$ cat src/include/br_cfg.svh
`ifndef BR_CFG_SVH
`define BR_CFG_SVH

// station entries, must be a power of two
`define BR_RS_DEPTH 16

// physical register tag width, 128 physical registers
`define BR_TAG_W 7

`define BR_XLEN 32

// external result broadcast ports, the link broadcast comes on top
`define BR_WB_PORTS 4

`endif
$ cat src/hw/br_pkg.sv
`include "br_cfg.svh"

package br_pkg;

    typedef enum logic [1:0] {
        op_branch = 2'd0,
        op_jal    = 2'd1,
        op_jalr   = 2'd2
    } br_op_e;

    // funct3 encodings of the conditional branches
    typedef enum logic [2:0] {
        cond_beq  = 3'b000,
        cond_bne  = 3'b001,
        cond_blt  = 3'b100,
        cond_bge  = 3'b101,
        cond_bltu = 3'b110,
        cond_bgeu = 3'b111
    } br_cond_e;

    typedef struct packed {
        br_op_e              op;
        br_cond_e            cond;
        logic [`BR_XLEN-1:0]  pc;
        logic [`BR_XLEN-1:0]  imm;
        logic [`BR_TAG_W-1:0] rd;
        logic                rd_en;
        logic [`BR_TAG_W-1:0] rs1;
        logic [`BR_TAG_W-1:0] rs2;
        logic                rs1_ready;  // value already in the register file
        logic                rs2_ready;
        logic                pred_taken;
        logic [`BR_XLEN-1:0]  pred_target;
        logic [7:0]          seq;
    } br_dispatch_t;

    typedef struct packed {
        logic                valid;
        logic [`BR_TAG_W-1:0] tag;
        logic [`BR_XLEN-1:0]  data;
    } br_wb_t;

    typedef struct packed {
        logic                valid;
        br_op_e              op;
        br_cond_e            cond;
        logic [`BR_XLEN-1:0]  pc;
        logic [`BR_XLEN-1:0]  imm;
        logic [`BR_TAG_W-1:0] rd;
        logic                rd_en;
        logic [`BR_TAG_W-1:0] rs1;
        logic [`BR_TAG_W-1:0] rs2;
        logic                pred_taken;
        logic [`BR_XLEN-1:0]  pred_target;
        logic [7:0]          seq;
    } br_issue_t;

    typedef struct packed {
        br_issue_t           inst;
        logic [`BR_XLEN-1:0]  src1;
        logic [`BR_XLEN-1:0]  src2;
    } br_exec_t;

    typedef struct packed {
        logic                valid;
        logic [7:0]          seq;
        logic                taken;
        logic                mispredict;
        logic [`BR_XLEN-1:0]  redirect_pc;
        logic [`BR_TAG_W-1:0] rd;
        logic                rd_en;
        logic [`BR_XLEN-1:0]  link;  // pc + 4
    } br_result_t;

endpackage

$ cat src/hw/branch_rs.sv
`timescale 1ns/100ps
`include "br_cfg.svh"

module branch_rs #(
    parameter int WB_N = `BR_WB_PORTS + 1
) (
    input  logic                        clk,
    input  logic                        reset,
    input  logic                        dispatch_valid,
    input  br_pkg::br_dispatch_t        dispatch,
    input  br_pkg::br_wb_t [WB_N-1:0]   wb,
    input  logic                        flush,
    output logic                        rs_full,
    output br_pkg::br_issue_t           issue
);

    localparam int DEPTH = `BR_RS_DEPTH;
    localparam int PTR_W = $clog2(DEPTH);

    br_pkg::br_issue_t  entry_q [DEPTH];  // valid field marks an occupied slot
    logic [DEPTH-1:0]   rdy1_q;
    logic [DEPTH-1:0]   rdy2_q;
    logic [PTR_W-1:0]   head_q;
    logic [PTR_W-1:0]   tail_q;
    logic [PTR_W:0]     count_q;

    br_pkg::br_issue_t  disp_entry;
    logic               disp_rdy1;
    logic               disp_rdy2;
    logic               head_ready;
    logic               do_push;
    logic               do_issue;

    // any valid broadcast carrying this tag
    function automatic logic wb_hit(input logic [`BR_TAG_W-1:0] tag,
                                    input br_pkg::br_wb_t [WB_N-1:0] bus);
        logic hit;
        hit = 1'b0;
        for (int p = 0; p < WB_N; p++) begin
            if (bus[p].valid && bus[p].tag == tag) begin
                hit = 1'b1;
            end
        end
        return hit;
    endfunction

    always_comb begin
        disp_entry.valid       = 1'b1;
        disp_entry.op          = dispatch.op;
        disp_entry.cond        = dispatch.cond;
        disp_entry.pc          = dispatch.pc;
        disp_entry.imm         = dispatch.imm;
        disp_entry.rd          = dispatch.rd;
        disp_entry.rd_en       = dispatch.rd_en;
        disp_entry.rs1         = dispatch.rs1;
        disp_entry.rs2         = dispatch.rs2;
        disp_entry.pred_taken  = dispatch.pred_taken;
        disp_entry.pred_target = dispatch.pred_target;
        disp_entry.seq         = dispatch.seq;
    end

    // tag 0 is x0, always ready
    assign disp_rdy1 = dispatch.rs1_ready || dispatch.rs1 == '0 || wb_hit(dispatch.rs1, wb);
    assign disp_rdy2 = dispatch.rs2_ready || dispatch.rs2 == '0 || wb_hit(dispatch.rs2, wb);

    assign rs_full    = count_q == (PTR_W + 1)'(DEPTH);
    assign head_ready = entry_q[head_q].valid && rdy1_q[head_q] && rdy2_q[head_q];
    assign do_push    = dispatch_valid && !rs_full && !flush;  // lost when full
    assign do_issue   = head_ready && !flush;

    always_ff @(posedge clk) begin
        if (reset || flush) begin
            for (int i = 0; i < DEPTH; i++) begin
                entry_q[i].valid <= 1'b0;
                rdy1_q[i]        <= 1'b0;
                rdy2_q[i]        <= 1'b0;
            end
            head_q      <= '0;
            tail_q      <= '0;
            count_q     <= '0;
            issue.valid <= 1'b0;
        end else begin
            // wakeup of waiting entries
            for (int i = 0; i < DEPTH; i++) begin
                if (wb_hit(entry_q[i].rs1, wb)) begin
                    rdy1_q[i] <= 1'b1;
                end
                if (wb_hit(entry_q[i].rs2, wb)) begin
                    rdy2_q[i] <= 1'b1;
                end
            end

            if (do_push) begin
                entry_q[tail_q] <= disp_entry;
                rdy1_q[tail_q]  <= disp_rdy1;  // overrides the wakeup above
                rdy2_q[tail_q]  <= disp_rdy2;
                tail_q          <= tail_q + 1'b1;
            end

            // strictly in order, a stalled head blocks the rest
            if (do_issue) begin
                issue                  <= entry_q[head_q];
                entry_q[head_q].valid  <= 1'b0;
                head_q                 <= head_q + 1'b1;
            end else begin
                issue.valid <= 1'b0;
            end

            case ({do_push, do_issue})
                2'b10:   count_q <= count_q + 1'b1;
                2'b01:   count_q <= count_q - 1'b1;
                default: count_q <= count_q;
            endcase
        end
    end

endmodule

$ cat config.mk
export PLATFORM = sky130hd
export DESIGN_NAME = branch_rs
export DESIGN_NICKNAME = d
export VERILOG_FILES = /design/src/hw/br_pkg.sv /design/src/hw/branch_rs.sv
export VERILOG_INCLUDE_DIRS = /design/src /design/src/include
export SDC_FILE = /design/constraint.sdc
export NUM_CORES = 2
export LEC_CHECK = 0
export BUFFER_PORTS_ARGS = -buffer_cell sky130_fd_sc_hd__buf_4
export CAP_MARGIN = 20
export CORE_ASPECT_RATIO = 1.2
export CORE_MARGIN = 2
export CORE_UTILIZATION = 25
export DETAILED_ROUTE_END_ITERATION = 8
export GPL_TIMING_DRIVEN = 0
export SKIP_CTS_REPAIR_TIMING = 1
export SYNTH_ARGS = -nofsm -noshare
export SYNTH_HDL_FRONTEND = slang
export SYNTH_SLANG_ARGS = --single-unit
export TNS_END_PERCENT = 20
$ cat constraint.sdc
create_clock -name clk -period 17.91 [get_ports clk]
set_input_delay 2.6865 -clock clk [delete_from_list [all_inputs] [get_ports clk]]
set_output_delay 2.6865 -clock clk [all_outputs]
set_load 0.05 [all_outputs]
==> impl_results.rst <==
.. list-table::
   :header-rows: 1

   * - Metric
     - Value
   * - Max VDD drop
     - 86.3 uV
   * - Library cell used as clock root buffer
     - sky130_fd_sc_hd__clkbuf_16
   * - Yosys warnings
     - 0
   * - DRC
     - 0
   * - Setup clock skew after layout
     - 0.122 ns
   * - Per-cell routed wire length
     - 32.7 um
   * - Leak Pwr
     - 36.3 nW
   * - Area of the die
     - 411,000 um2
   * - Skew-Pair Late Insertion Delay
     - 0.93 ns
   * - Initial detailed-routing violation count
     - 7,280
   * - Maximum number of pins on one net before global-route repair
     - 31
   * - Share of cell area taken by muxes after synthesis
     - 14.8%
   * - Top-level port count
     - 472
   * - Post-Synthesis Cell Area
     - 101,000 um2
   * - Distinct cell type count after synthesis
     - 55
   * - Die Ht
     - 702 um
   * - Vias after detailed routing
     - 58,500
   * - Top achievable clock speed
     - 191 MHz
   * - Antenna violations before repair
     - 88
   * - Most instantiated flip-flop cell in the synthesis netlist
     - sky130_fd_sc_hd__edfxtp_1
   * - Final antenna-violating net count
     - 0
   * - Count of max-cap constraint violations
     - 0
   * - Headroom to the max-slew limit
     - 21.7%
   * - Max incr delay on CP
     - 0.88 ns
   * - Tightest Hold Check Type
     - reg -> reg
   * - Fin nets
     - 6,593
   * - Data arrival, critical path
     - 5.75 ns
   * - Routed vias/inst
     - 4.92
   * - Outcome
     - completed
   * - Hpwl dp
     - 264 mm
   * - Number of max-slew violations in the final report
     - 0
   * - Endpoint kind of the worst setup timing path
     - register
   * - Synth Area in XOR/XNOR
     - 10.3%
   * - Cells along the critical path
     - buf_4 > inv_1 > a21oi_1 > nand4_1 > nor2_4 > buf_16 > buf_12 > buf_12
   * - Clock transition time at the flip-flop clock pins of the worst setup and hold paths
     - 0.06 ns
   * - Post-layout minimum cycle time
     - 5.23 ns
   * - CTS H-tree depth
     - 4
   * - Required time of the worst setup path
     - 18.43 ns
   * - Final estimated routing congestion in global placement
     - 1.00
   * - Least-Margin Pin Slew
     - 1.17 ns
   * - Pre-Repair DR Iteration Count
     - 7
   * - Vias in the first global route
     - 57,700
   * - Critical Setup Path Class
     - in -> reg
   * - Final Hold Vio Count
     - 0
   * - Areal power density over the cells
     - 95.2 nW/um2
   * - Width of the die
     - 586 um
   * - # fillers
     - 39,500
   * - Number of buffers created by CTS
     - 248
   * - Sort of element at the start of the critical path
     - input port
   * - Maximum net fanout on the critical path
     - 19
   * - Wire length of the first global-routing pass
     - 517 mm
   * - Num Clock Sinks
     - 2,310
   * - Row count
     - 256
   * - Area inside the core boundary
     - 405,000 um2
   * - Compound-cell area share of the yosys netlist
     - 1.13%
   * - Most frequent cell on the critical path
     - sky130_fd_sc_hd__buf_12
   * - Final period utilization
     - 29.2%
   * - Leftover overflow at the end of global routing
     - 0
   * - Post-Synth Adder-Cell Area
     - 0.136%
   * - Final setup violation count
     - 0
   * - Area growth, synth to finish
     - 19.8%
   * - Overall global routing resource usage
     - 18.4%
   * - Dominant combinational cell family by area after synthesis
     - multiplexers
   * - Unrepaired setup endpoints after global routing
     - no
   * - Synthesized-area fraction occupied by and/or/nand/nor cells
     - 3.41%
   * - Register area share after synthesis
     - 67.7%
   * - Port Buffers
     - 270
   * - Hold Slack
     - 0.513 ns
   * - Layout cells sized above 1
     - 26.7%
   * - Power after layout
     - 0.0116 W
   * - Total of flip-flops plus latches after synthesis
     - 2,310
   * - EDFF count, synth
     - 2,244
   * - TritonCTS clock tree
     - built
   * - Net Count, Synth
     - 5,927
   * - Initial Util
     - 25.1%
   * - Slowest stage cell on the critical path
     - sky130_fd_sc_hd__nor2_4
   * - Max clock buf depth
     - 4
   * - Aggregate routed wire length
     - 388 mm
   * - Fraction of registers with async set/reset
     - 0%
   * - Mean Syn Cell Area
     - 18.2 um2
   * - Number of instances in the synthesized netlist
     - 5,578
## synth_stat cells (2+ instances only)
master                         n  area [um2]
sky130_fd_sc_hd__edfxtp_1   2244       67400
sky130_fd_sc_hd__xnor2_1     876        7670
sky130_fd_sc_hd__mux4_2      654       14700
sky130_fd_sc_hd__xor2_1      323        2830
sky130_fd_sc_hd__nand4_1     275        1720
sky130_fd_sc_hd__buf_2       228        1140
sky130_fd_sc_hd__clkbuf_1    189         709
sky130_fd_sc_hd__nor2_1      168         631
sky130_fd_sc_hd__buf_1       144         541
sky130_fd_sc_hd__nor4_1       87         544
sky130_fd_sc_hd__dfxtp_1      66        1320
sky130_fd_sc_hd__a21oi_1      54         270
sky130_fd_sc_hd__o21ai_0      37         185
sky130_fd_sc_hd__a211oi_1     29         218
sky130_fd_sc_hd__nand3_1      25         125
sky130_fd_sc_hd__nor2b_1      21         131
sky130_fd_sc_hd__mux2i_1      19         190
sky130_fd_sc_hd__nor3_1       19        95.1
sky130_fd_sc_hd__a41oi_1      16         140
sky130_fd_sc_hd__nand2_1      12        45.0
sky130_fd_sc_hd__o211a_1      12         120
sky130_fd_sc_hd__ha_1         11         138
sky130_fd_sc_hd__inv_1        10        37.5
sky130_fd_sc_hd__buf_4         9        67.6
sky130_fd_sc_hd__a31oi_1       5        31.3
sky130_fd_sc_hd__o21a_1        4        30.0
sky130_fd_sc_hd__nand2b_1      3        18.8
sky130_fd_sc_hd__or3_1         3        18.8
sky130_fd_sc_hd__a2111oi_0     2        17.5
sky130_fd_sc_hd__a2111oi_2     2        30.0
sky130_fd_sc_hd__a21o_1        2        15.0
sky130_fd_sc_hd__buf_6         2        22.5
sky130_fd_sc_hd__mux2_2        2        22.5
sky130_fd_sc_hd__mux4_1        2        52.6
sky130_fd_sc_hd__nand3b_1      2        15.0
sky130_fd_sc_hd__o21ai_1       2        10.0
## worst max-delay path, delay by kind of cell
kind,cells,cell delay [ns]
and+or+nand+nor,2,1.61
buffers and inverters,5,0.91
AOI/OAI and AO/OA,1,0.45
## where the power goes
group / internal (W) / switching, W
logic: 0.000153 / 0.000365
clock network: 0.00293 / 0.00219
registers: 0.00593 / 0.00000382
total: 0.00902 / 0.00256
## routing by layer
metal | share of wire [%] | wire (um) | track usage [%]
met2 | 47 | 183000 | 29.7
met1 | 39 | 153000 | 23.7
met5 | 0.10 | 395 | 0
met3 | 8.9 | 34400 | 4.58
met4 | 4.6 | 17800 | 7.43
## registers in the layout, summed over array words and instances (netlist names), named ones only
register  count
entry_q    2128
issue       133
rdy1_q       16
rdy2_q       16
count_q       5
head_q        4
tail_q        4
## layout make-up
cell class	instances	area (um2)	share of cell area (%)
clock buffers	287	6440	5.30
clock inverters	168	1610	1.32
multi-input cells	2686	30400	25.0
inverters	10	37.5	0.0309
well taps	5418	6780	5.58
diodes	25	62.6	0.0515
flip-flops and latches	2310	68700	56.5
repair buffers	416	5040	4.15
plain buffers	572	2490	2.05
## cell usage in the layout (no fill, tap or decap), drive strengths merged, types with 16 or more instances in the layout
master and n:
bufinv 25, dfxtp 66, inv 20, edfxtp 2244, nand3 25, xor2 323, a21oi 54, mux4 656
mux2i 19, xnor2 876, a211oi 30, nand4 276, nor3 21, buf 799, nor2 168, clkinv 121
o21ai 39, nor2b 21, clkbuf 476, nor4 88, diode 25, a41oi 16
## final timing paths
| kind | start | to | slack (ns) | cells after the start |
|---|---|---|---|---|
| max | dispatch_valid | entry_q[14][38]$_DFFE_PP_ | 12.68 | 8 |
| min | entry_q[3][132]$_SDFFE_PP0P_ | entry_q[3][132]$_SDFFE_PP0P_ | 0.51 | 2 |
| max reg2reg | head_q[0]$_SDFFE_PP0N_ | count_q[4]$_SDFFE_PP0P_ | 13.30 | 17 |
| min reg2reg | entry_q[3][132]$_SDFFE_PP0P_ | entry_q[3][132]$_SDFFE_PP0P_ | 0.51 | 2 |
## kinds of logic after synthesis
logic type               after synthesis
flip-flops                          2310
XOR/XNOR                            1199
adder cells (fa/ha/maj)               11
AO/OA/AOI/OAI                        172
AND/OR/NAND/NOR                      627
buffers and inverters                582
multiplexers                         677
## metrics by stage
stage	cells	TNS, ns	setup WS (ns)	utilization (%)	instance area, um2
3_5_place_dp	11400	0	11.74	28.0	113000
3_3_place_gp	11300	-3019.88	-1.91	27.3	110000
6_report	11900	0	12.68	30.0	122000
2_1_floorplan	5578	0	8.23	-	101000
5_1_grt	11900	0	12.62	30.0	121000
4_1_cts	11900	0	12.72	30.0	121000
Power figures use the tool's default switching activity.
