==> src/include/br_cfg.svh <==
`ifndef BR_CFG_SVH
`define BR_CFG_SVH

// station entries, must be a power of two
`define BR_RS_DEPTH 16

// physical register tag width, 128 physical registers
`define BR_TAG_W 7

`define BR_XLEN 32

// external result broadcast ports, the link broadcast comes on top
`define BR_WB_PORTS 4

`endif
==> src/hw/br_pkg.sv <==
`include "br_cfg.svh"

package br_pkg;

    typedef enum logic [1:0] {
        op_branch = 2'd0,
        op_jal    = 2'd1,
        op_jalr   = 2'd2
    } br_op_e;

    // funct3 encodings of the conditional branches
    typedef enum logic [2:0] {
        cond_beq  = 3'b000,
        cond_bne  = 3'b001,
        cond_blt  = 3'b100,
        cond_bge  = 3'b101,
        cond_bltu = 3'b110,
        cond_bgeu = 3'b111
    } br_cond_e;

    typedef struct packed {
        br_op_e              op;
        br_cond_e            cond;
        logic [`BR_XLEN-1:0]  pc;
        logic [`BR_XLEN-1:0]  imm;
        logic [`BR_TAG_W-1:0] rd;
        logic                rd_en;
        logic [`BR_TAG_W-1:0] rs1;
        logic [`BR_TAG_W-1:0] rs2;
        logic                rs1_ready;  // value already in the register file
        logic                rs2_ready;
        logic                pred_taken;
        logic [`BR_XLEN-1:0]  pred_target;
        logic [7:0]          seq;
    } br_dispatch_t;

    typedef struct packed {
        logic                valid;
        logic [`BR_TAG_W-1:0] tag;
        logic [`BR_XLEN-1:0]  data;
    } br_wb_t;

    typedef struct packed {
        logic                valid;
        br_op_e              op;
        br_cond_e            cond;
        logic [`BR_XLEN-1:0]  pc;
        logic [`BR_XLEN-1:0]  imm;
        logic [`BR_TAG_W-1:0] rd;
        logic                rd_en;
        logic [`BR_TAG_W-1:0] rs1;
        logic [`BR_TAG_W-1:0] rs2;
        logic                pred_taken;
        logic [`BR_XLEN-1:0]  pred_target;
        logic [7:0]          seq;
    } br_issue_t;

    typedef struct packed {
        br_issue_t           inst;
        logic [`BR_XLEN-1:0]  src1;
        logic [`BR_XLEN-1:0]  src2;
    } br_exec_t;

    typedef struct packed {
        logic                valid;
        logic [7:0]          seq;
        logic                taken;
        logic                mispredict;
        logic [`BR_XLEN-1:0]  redirect_pc;
        logic [`BR_TAG_W-1:0] rd;
        logic                rd_en;
        logic [`BR_XLEN-1:0]  link;  // pc + 4
    } br_result_t;

endpackage

==> src/hw/branch_resolve.sv <==
`timescale 1ns/100ps
`include "br_cfg.svh"

module branch_resolve (
    input  logic                clk,
    input  logic                reset,
    input  br_pkg::br_exec_t    exec,
    output br_pkg::br_result_t  result
);

    logic                cond_true;
    logic                taken;
    logic                mispredict;
    logic                kill;
    logic [`BR_XLEN-1:0]  jalr_sum;
    logic [`BR_XLEN-1:0]  target;
    logic [`BR_XLEN-1:0]  link;
    logic [`BR_XLEN-1:0]  redirect_pc;

    always_comb begin
        case (exec.inst.cond)
            br_pkg::cond_beq:  cond_true = exec.src1 == exec.src2;
            br_pkg::cond_bne:  cond_true = exec.src1 != exec.src2;
            br_pkg::cond_blt:  cond_true = $signed(exec.src1) < $signed(exec.src2);
            br_pkg::cond_bge:  cond_true = $signed(exec.src1) >= $signed(exec.src2);
            br_pkg::cond_bltu: cond_true = exec.src1 < exec.src2;
            br_pkg::cond_bgeu: cond_true = exec.src1 >= exec.src2;
            default:           cond_true = 1'b0;  // unused funct3
        endcase
    end

    assign jalr_sum = exec.src1 + exec.inst.imm;
    assign link     = exec.inst.pc + `BR_XLEN'(4);

    always_comb begin
        case (exec.inst.op)
            br_pkg::op_branch: begin
                taken  = cond_true;
                target = exec.inst.pc + exec.inst.imm;
            end
            br_pkg::op_jalr: begin
                taken  = 1'b1;
                target = {jalr_sum[`BR_XLEN-1:1], 1'b0};  // lsb cleared
            end
            default: begin  // jal
                taken  = 1'b1;
                target = exec.inst.pc + exec.inst.imm;
            end
        endcase
    end

    assign redirect_pc = taken ? target : link;

    // direction wrong, or taken to a wrong place
    assign mispredict = (taken != exec.inst.pred_taken)
                     || (taken && target != exec.inst.pred_target);

    // younger instruction behind a mispredicted one never resolves
    assign kill = result.valid && result.mispredict;

    always_ff @(posedge clk) begin
        if (reset) begin
            result.valid <= 1'b0;
        end else begin
            result.valid       <= exec.inst.valid && !kill;
            result.seq         <= exec.inst.seq;
            result.taken       <= taken;
            result.mispredict  <= mispredict;
            result.redirect_pc <= redirect_pc;
            result.rd          <= exec.inst.rd;
            result.rd_en       <= exec.inst.rd_en;
            result.link        <= link;
        end
    end

endmodule

==> config.mk <==
export PLATFORM = sky130hd
export DESIGN_NAME = branch_resolve
export DESIGN_NICKNAME = d
export VERILOG_FILES = /design/src/hw/br_pkg.sv /design/src/hw/branch_resolve.sv
export VERILOG_INCLUDE_DIRS = /design/src /design/src/include
export SDC_FILE = /design/constraint.sdc
export NUM_CORES = 1
export LEC_CHECK = 0
export BUFFER_PORTS_ARGS = -buffer_cell sky130_fd_sc_hd__clkbuf_2
export CAP_MARGIN = 15
export CORE_ASPECT_RATIO = 0.7
export CORE_MARGIN = 8
export CORE_UTILIZATION = 35
export DETAILED_ROUTE_END_ITERATION = 12
export GPL_TIMING_DRIVEN = 0
export SLEW_MARGIN = 20
export SYNTH_ARGS = -nofsm -noshare
export SYNTH_HDL_FRONTEND = slang
export SYNTH_SLANG_ARGS = --single-unit
==> constraint.sdc <==
create_clock -name clk -period 4.5 [get_ports clk]
set_input_delay 0.225 -clock clk [delete_from_list [all_inputs] [get_ports clk]]
set_output_delay 0.225 -clock clk [all_outputs]
set_load 0.005 [all_outputs]
==> results.md, run 1 <==
Status:
- The flow ran to the end, and the final reports show no timing, DRC or antenna violations.

Logic synthesis:
- By area the synthesized netlist is led by edfxtp_1 26%, ha_1 12%, a21oi_1 5.8%, xnor2_1 5.5%, nand2_1 4.5%.
- The number of flip-flops and latches in the synthesized netlist is 83.
- Summing every instance area after synthesis gives 0.00961 mm².
- The average cell area after synthesis is 8.22 µm².
- The net count after synthesis is 1464.
- The most common cell in the netlist is nand2_1.
- The commonest cells after synthesis are 115 x nand2_1, 111 x a21oi_1, 96 x nor2_1, 94 x ha_1, 82 x edfxtp_1.
- The count of yosys warnings during synthesis is 0.
- In this run, synthesis inferred 82 flip-flops with an integrated enable.
- The flip-flop cell with the highest count after synthesis is edfxtp_1.
- The biggest area contributor in the post-synthesis netlist is edfxtp_1.
- The area share of the leading cell type in the synthesized netlist is 25.6%.
- The fraction of the yosys area taken by sequential cells is 25.8%.
- After synthesis, the share of flip-flops with an asynchronous set or reset is 0%.
- The number of different library cells in the post-synthesis netlist is 75.
- Synthesis produced a netlist whose cell count is 1169.

Power and ir drop:
- The static leakage is 0.00520 µW.
- The combinational share of power is 44.9%.
- The internal power of the cells totals 1920 µW.
- In this run the power density over the cells is 264 mW/mm².
- The part of the power in registers is 31.9%.
- The final total power is 3100 µW.
- The power dissipated by switching net loads is 1170 µW.
- The proportion of power drawn by the clock network is 23.2%.
- The largest voltage drop on the vdd net is 0.000162 V.
- The switching share of power is 37.9%.

Layout:
- The total non-filler cell area in the finished layout is 0.0117 mm².
- Of the cells placed in the final design, the portion with a size suffix greater than 1 is 21.0%.
- The filler cell count is 2673.
- The register name with the most flops is result.
- The total number of nets in the final design is 1742.
- The layout-stage area growth over the synthesis result is 22.1%.
- The register with the most flip-flops in the layout has 83 of them.
- The register area is 0.00248 mm².
- In the final layout, the registers with the most flip-flops are result x83.
- For this run, the share of the core covered by cells in the final layout is 43.7%.
- The area occupied by multi-input gates is 0.00675 mm².
- The number of diodes is 0.

Global route:
- The maximum number of pins on one net before global-route repair is 62.
- The number of antenna violations at the first check in global routing is 3.
- For this run the aggregate overflow at the end of global routing stands at 0.
- The first-pass GRT wire length is 57900 µm.
- The overall global routing resource usage is 22.5%.
- The via count of the first global-routing pass came to 9621.

CTS:
- After clock tree synthesis, the flow added hold-fix buffers numbering 0.
- Clock tree synthesis inserted a total of 9 buffers.
- The number of setup buffers added after CTS is 0.
- The post-cts gate resize count is 0.
- The maximum clock insertion buffer count is 2.
- CTS saw 83 sinks.
- The number of H-tree levels is 3.
- The master cell of the clock root buffer is clkbuf_16.
- The TritonCTS clock tree is yes.
- At the later pin of the worst-skew pair, clock insertion delay measures 330 ps.
- The clock transition time at the flip-flop clock pins of the worst setup and hold paths is 60 ps.

Placement:
- The placed wire-length estimate after detailed placement is 33800 µm.
- Routability-driven placement finished with a final weighted congestion of 0.946.
- During placement, the flow inserted port buffers numbering 266.
- In this run the cell area measured after placement is 0.0114 mm².
- Timing analysis after detailed placement gives a worst setup slack of -57.1 ps.

Detailed routing:
- For this run, design rule violations remaining after detail routing come to 0.
- After the first detailed-routing iteration, the DRC count stood at 925.
- Dividing the detail-routed via count by the number of cells gives 5.64.
- The number of optimization iterations in the first detailed-route pass is 6.
- After detailed routing, the average wire length per cell comes to 21.6 µm.
- The number of nets still failing antenna checks after routing is 0.
- The total via count in the routed design is 10200.
- Wires add up to 39200 µm.

Timing:
- The clock tree skew after final layout is 0.423 ps.
- The total setup violations reported at the end of the flow is 0.
- The total negative setup slack is 0 ps.
- The post-layout worst setup margin is 245 ps.
- The number of slew-limit violations in the final report came to 0.
- Measured against its own limit, the worst slew margin works out to 31.0%.
- Setup repair after global routing left no endpoint under its margin.
- The final period utilization is 94.5%.
- The clock period minus final worst setup slack is 4250 ps.
- Static timing analysis puts the maximum clock frequency at 0.235 GHz.
- The count of final hold-check violations was 0.
- For the pin with the worst max-slew slack, the measured transition is 1010 ps.

Worst hold path:
- The origin of the worst min-delay path is exec[65].
- The tightest min-delay check is of the input pin to flip-flop type.

Setup path:
- STA classifies the critical path endpoint as a flip-flop.
- The biggest fanout along the worst timing path is 5.
- The critical path data required time is 4560 ps.
- The worst register-to-register path begins at result[72]$_DFFE_PN_.
- The worst path arrival time is 4320 ps.
- Tracing the worst setup path back leads to its startpoint at exec[127].
- STA classifies the critical path startpoint as an input pin.
- The kind of critical path is input pin to flip-flop.

Flow run:
- The max-capacitance violation count is 0.

Floorplan:
- The region available for standard cell placement spans 0.0268 mm².
- During I/O placement, the number of pins put on the boundary was 282.
- The die extent in x is 214 µm.
- The die covers 0.0331 mm².
- The site row count is 50.
- The height of the die is 155 µm.
- For this configuration, the core starts out at a cell density of 35.8%.
[worst max-delay path, cell delays in order]
cell	delay [ps]
clkbuf_2	120
ha_1	240
fa_1	410
a21o_1	240
a221oi_2	480
o2bb2ai_1	310
a211oi_1	580
xor2_1	410
a221oi_1	160
nor4_1	300
nand4_1	170
nor4_1	610
nor2_1	80
[stage by stage]
stage,hold WS (ps),cells
4_1_cts,53.8,1816
3_3_place_gp,402,1799
6_report,65.4,1816
5_1_grt,49.5,1816
2_1_floorplan,324,1169
3_5_place_dp,404,1800
[layer usage]
layer	wire length, µm	vias up	track usage, %	part of all wire [%]
li1	-	4977	-	-
met1	19300	4811	33.3	49
met2	15700	413	31.9	40
met3	3710	37	6.35	9.5
met4	506	6	4.10	1.3
met5	41	-	0	0.10
[area by class of cell]
cell class	count	share of cell area, %
sequential	83	21.2
clock buffer	9	1.92
timing repair buffer	267	11.6
tap	364	3.88
multi-input combinational	984	57.6
buffer	50	1.63
inverter	52	1.68
clock inverter	7	0.576
[kinds of logic (layout without fill, tap and decap cells)]
| group | after synthesis | count (layout) | synth area share [%] |
|---|---|---|---|
| flip-flops | 83 | 83 | 25.8 |
| adder cells (fa/ha/maj) | 96 | 96 | 12.7 |
| multiplexers | 15 | 15 | 1.61 |
| buffers and inverters | 102 | 385 | 4.02 |
| AND/OR/NAND/NOR | 422 | 422 | 21.7 |
| AO/OA/AOI/OAI | 346 | 346 | 23.7 |
| XOR/XNOR | 105 | 105 | 10.5 |
[path summary, 6_finish.rpt]
check	cells past startpoint	slack, ps	end
hold reg to reg	2	540	result[82]$_SDFF_PP0_
hold / removal	1	70	result[75]$_DFFE_PN_
setup reg to reg	2	3780	result[82]$_SDFF_PP0_
setup / recovery	13	250	result[72]$_DFFE_PN_
[power by group through the flow]
| stage | sequential [µW] | combinational (µW) | clock [µW] |
|---|---|---|---|
| 2_1_floorplan | 1020 | 816 | 0 |
| 3_3_place_gp | 1010 | 1350 | 0 |
| 3_5_place_dp | 1010 | 1360 | 0 |
| 4_1_cts | 989 | 1370 | 733 |
| 5_1_grt | 998 | 1520 | 761 |
| 6_report | 987 | 1390 | 718 |
[layout by cell type (no fill, tap or decap), types with 8 or more instances in the layout]
master / instances
clkbuf_2: 266
nand2_1: 115
a21oi_1: 111
nor2_1: 96
ha_1: 94
edfxtp_1: 82
xnor2_1: 60
o21ai_0: 55
inv_1: 50
clkbuf_1: 47
nand4_1: 39
xor2_1: 39
nand3_1: 38
a21o_1: 29
nor3_1: 27
a211oi_1: 22
and3_1: 16
o21a_1: 15
nand2b_1: 14
or3_1: 13
nor2b_1: 11
o211ai_1: 11
a221oi_1: 11
mux2i_1: 11
and2_1: 10
nor4_1: 10
o31ai_1: 10
a31oi_1: 9
clkbuf_16: 9
a211o_1: 8
o21bai_1: 8
(Power assumes the default switching activity.)
==> inputs of run 2 (changes only) <==
Settings changed: PLACE_DENSITY set to 0.67.
==> run 2 against run 1 <==
  * Sequential share of layout area fell by 0.058 points
  * Sequential power barely moved
  * Fmax fell by 2.1%
  * Clock-buffer cell count did not move
  * Largest power group unchanged
  * First-iteration DRC count rose by 13%
  * Sequential cell count did not move
  * Highest routed layer unchanged
  * Hold slack improved by 1.4 ps
==> results.md, run 2 (synthesis results as in run 1) <==
Status:
- The run finished with clean final reports.

Timing:
- The actual slew at the worst max-slew pin is 1070 ps (+61.9 ps).
- The post-layout worst setup margin came to 155 ps (-90.7 ps).
- The clock period minus final worst setup slack is 4350 ps (+90.7 ps).
- The final period utilization is 96.6% (+2.0 points).
- The clock tree skew after final layout is 1.45 ps (+1.03 ps).
- The total negative setup slack was 0 ps (unchanged).
- The headroom to the max-slew limit is 26.8% (-4.2 points).
- The number of slew-limit violations in the final report is 0 (unchanged).
- The highest clock frequency the design can meet is 0.230 GHz (-2.1%).
- The count of final hold-check violations is 0 (unchanged).
- Setup repair after global routing left no endpoint under its margin.
- The total setup violations reported at the end of the flow came to 0 (unchanged).

Power and ir drop:
- The largest voltage drop on the vdd net is 0.000152 V (-6.4%).
- The combinational share of power is 43.6% (-1.3 points).
- The proportion of power drawn by the clock network is 25.1% (+1.9 points).
- The power dissipated by switching net loads is 1170 µW (-0.12%).
- The static leakage was 0.00522 µW (+0.29%).
- The cell-internal power is 1980 µW (+3.2%).
- The switching share of power is 37.2% (-0.77 points).
- The final total power is 3160 µW (+2.0%).
- The part of the power in registers is 31.3% (-0.6 points).
- The power density over the cells is 268 mW/mm² (+1.7%).

Setup path:
- The nature of the critical path endpoint is a flip-flop.
- The worst path arrival time is 4410 ps (+90 ps).
- The biggest fanout along the worst timing path was 10 (+5).
- The critical path data required time is 4560 ps (about the same).
- The worst setup path is launched from an input pin.
- The kind of critical path is input pin to flip-flop.

Global route:
- The number of antenna violations at the first check in global routing is 4 (+1).
- The overall global routing resource usage is 22.1% (-0.42 points).
- The first-pass GRT wire length is 57100 µm (-1.3%).
- The maximum number of pins on one net before global-route repair is 63 (+1.6%).
- The overflow left after global routing is 0 (unchanged).
- The via count of the first global-routing pass came to 9625 (+0.042%).

Flow run:
- The max-capacitance violation count is 0 (unchanged).

Layout:
- Leaving out fill and tap cells, the most frequent cell in the layout is clkbuf_2.
- The layout-stage area growth over the synthesis result is 22.4%.
- The top cell types in the final layout, fill and taps aside, are 266 x clkbuf_2, 115 x nand2_1, 111 x a21oi_1.
- The filler cell count is 2766 (+3.5%).
- The register name with the most flops is result.
- The number of flip-flops in the largest register is 83 (unchanged).
- In the final layout, the registers with the most flip-flops are result x83.
- The proportion of layout cells with a drive suffix above 1 is 21.1% (+0.069 points).
- The register area is 0.00248 mm² (unchanged).
- The total number of nets in the final design came to 1742 (unchanged).
- The area occupied by multi-input gates is 0.00675 mm² (about the same).

CTS:
- The cts-stage hold buffer count was 0 (unchanged).
- The number of CTS-inserted buffers is 9 (unchanged).
- The number of H-tree levels is 3 (unchanged).
- The clock sink count is 83 (unchanged).
- The TritonCTS clock tree is yes.
- The maximum clock insertion buffer count is 2 (unchanged).
- The cell sitting at the root of the clock tree is a clkbuf_16.
- The post-cts gate resize count is 0 (unchanged).
- The number of setup buffers added after CTS is 0 (unchanged).
- The clock insertion delay at the later pin of the skew report came to 330 ps (about the same).
- The clock transition time at the flip-flop clock pins of the worst setup and hold paths was 60 ps (about the same).

Placement:
- The placed wire-length estimate after detailed placement is 33200 µm (-1.9%).
- The post-place setup slack is -88.1 ps (-30.9 ps).
- The routability-driven placement congestion ratio is 0.955 (+0.93%).
- The count of input and output buffers is 266 (unchanged).

Floorplan:
- The site row count is 50 (unchanged).
- The floorplan die area is 0.0331 mm² (unchanged).
- The height of the die was 155 µm (unchanged).
- The number of I/O pins is 282 (unchanged).
- The placeable core region came to 0.0268 mm² (unchanged).
- The initial core utilization is 35.8% (unchanged).
- The die extent in x is 214 µm (unchanged).

Detailed routing:
- The number of optimization iterations in the first detailed-route pass is 5 (-1).
- The final wirelength is 38400 µm (-2.1%).
- The violation count after the first detailed-routing iteration was 1043 (+13%).
- The post-detailed-route via-to-cell ratio came to 5.58 (-1.0%).
- The number of nets still failing antenna checks after routing is 0 (unchanged).
- The final routed wire length divided by cell count was 21.1 µm (-2.3%).
- The total via count in the routed design is 10200 (-0.86%).
- The count of unresolved DRC violations after routing is 0 (unchanged).

Worst hold path:
- The worst min-delay path category is input pin to flip-flop.
## run 2: area by class of cell
cell class	instances	share of cell area (%)
Clock inverter	7	0.840
Inverter	52	1.68
Sequential cell	83	21.1
Tap cell	364	3.87
Buffer	50	1.63
Multi-Input combinational cell	984	57.4
Antenna cell	3	0.0638
Timing Repair Buffer	267	11.5
Clock buffer	9	1.91
## run 2: power by group through the flow
stage | logic, µW | registers (µW) | clock network, µW
after global placement | 1330 | 1010 | 0
after CTS | 1360 | 989 | 804
after floorplan | 816 | 1020 | 0
after detailed placement | 1350 | 1010 | 0
after global routing | 1510 | 997 | 831
final | 1380 | 987 | 792
## run 2: path summary, 6_finish.rpt
check | to | from | slack [ps] | cells past startpoint
worst max-delay path | result[72]$_DFFE_PN_ | exec[194] | 150 | 12
worst min-delay path | result[34]$_DFFE_PN_ | exec[121] | 70 | 1
worst max register to register | result[82]$_SDFF_PP0_ | result[72]$_DFFE_PN_ | 3800 | 2
worst min register to register | result[82]$_SDFF_PP0_ | result[82]$_SDFF_PP0_ | 530 | 2
## run 2: worst max-delay path: stages
cell and delay (ps):
clkbuf_2 100, nand2b_1 190, clkbuf_1 540, clkbuf_1 740
clkbuf_1 650, o21ai_1 370, o311ai_0 220, nand4_1 150
nor4_1 290, nand4_1 220, nor4_1 630, nor2_1 80
## run 2: stage by stage
step                      area [µm²]  instances  hold slack, ps  util (%)
after CTS                      11800       1816            58.2      43.8
after floorplan                 9610       1169             324         -
after detailed placement       11400       1800             404      42.6
after global placement         11400       1799             404      42.5
final                          11800       1819            66.7      43.8
after global routing           11800       1819            52.5      43.8
## run 2: per-layer routing
metal / vias to the layer above / track usage [%] / part of all wire (%)
li1: 4988 / - / -
met3: 18 / 5.55 / 10
met5: - / 0 / 0.034
met2: 429 / 32.1 / 40
met4: 2 / 4.10 / 1.0
met1: 4719 / 32.5 / 49
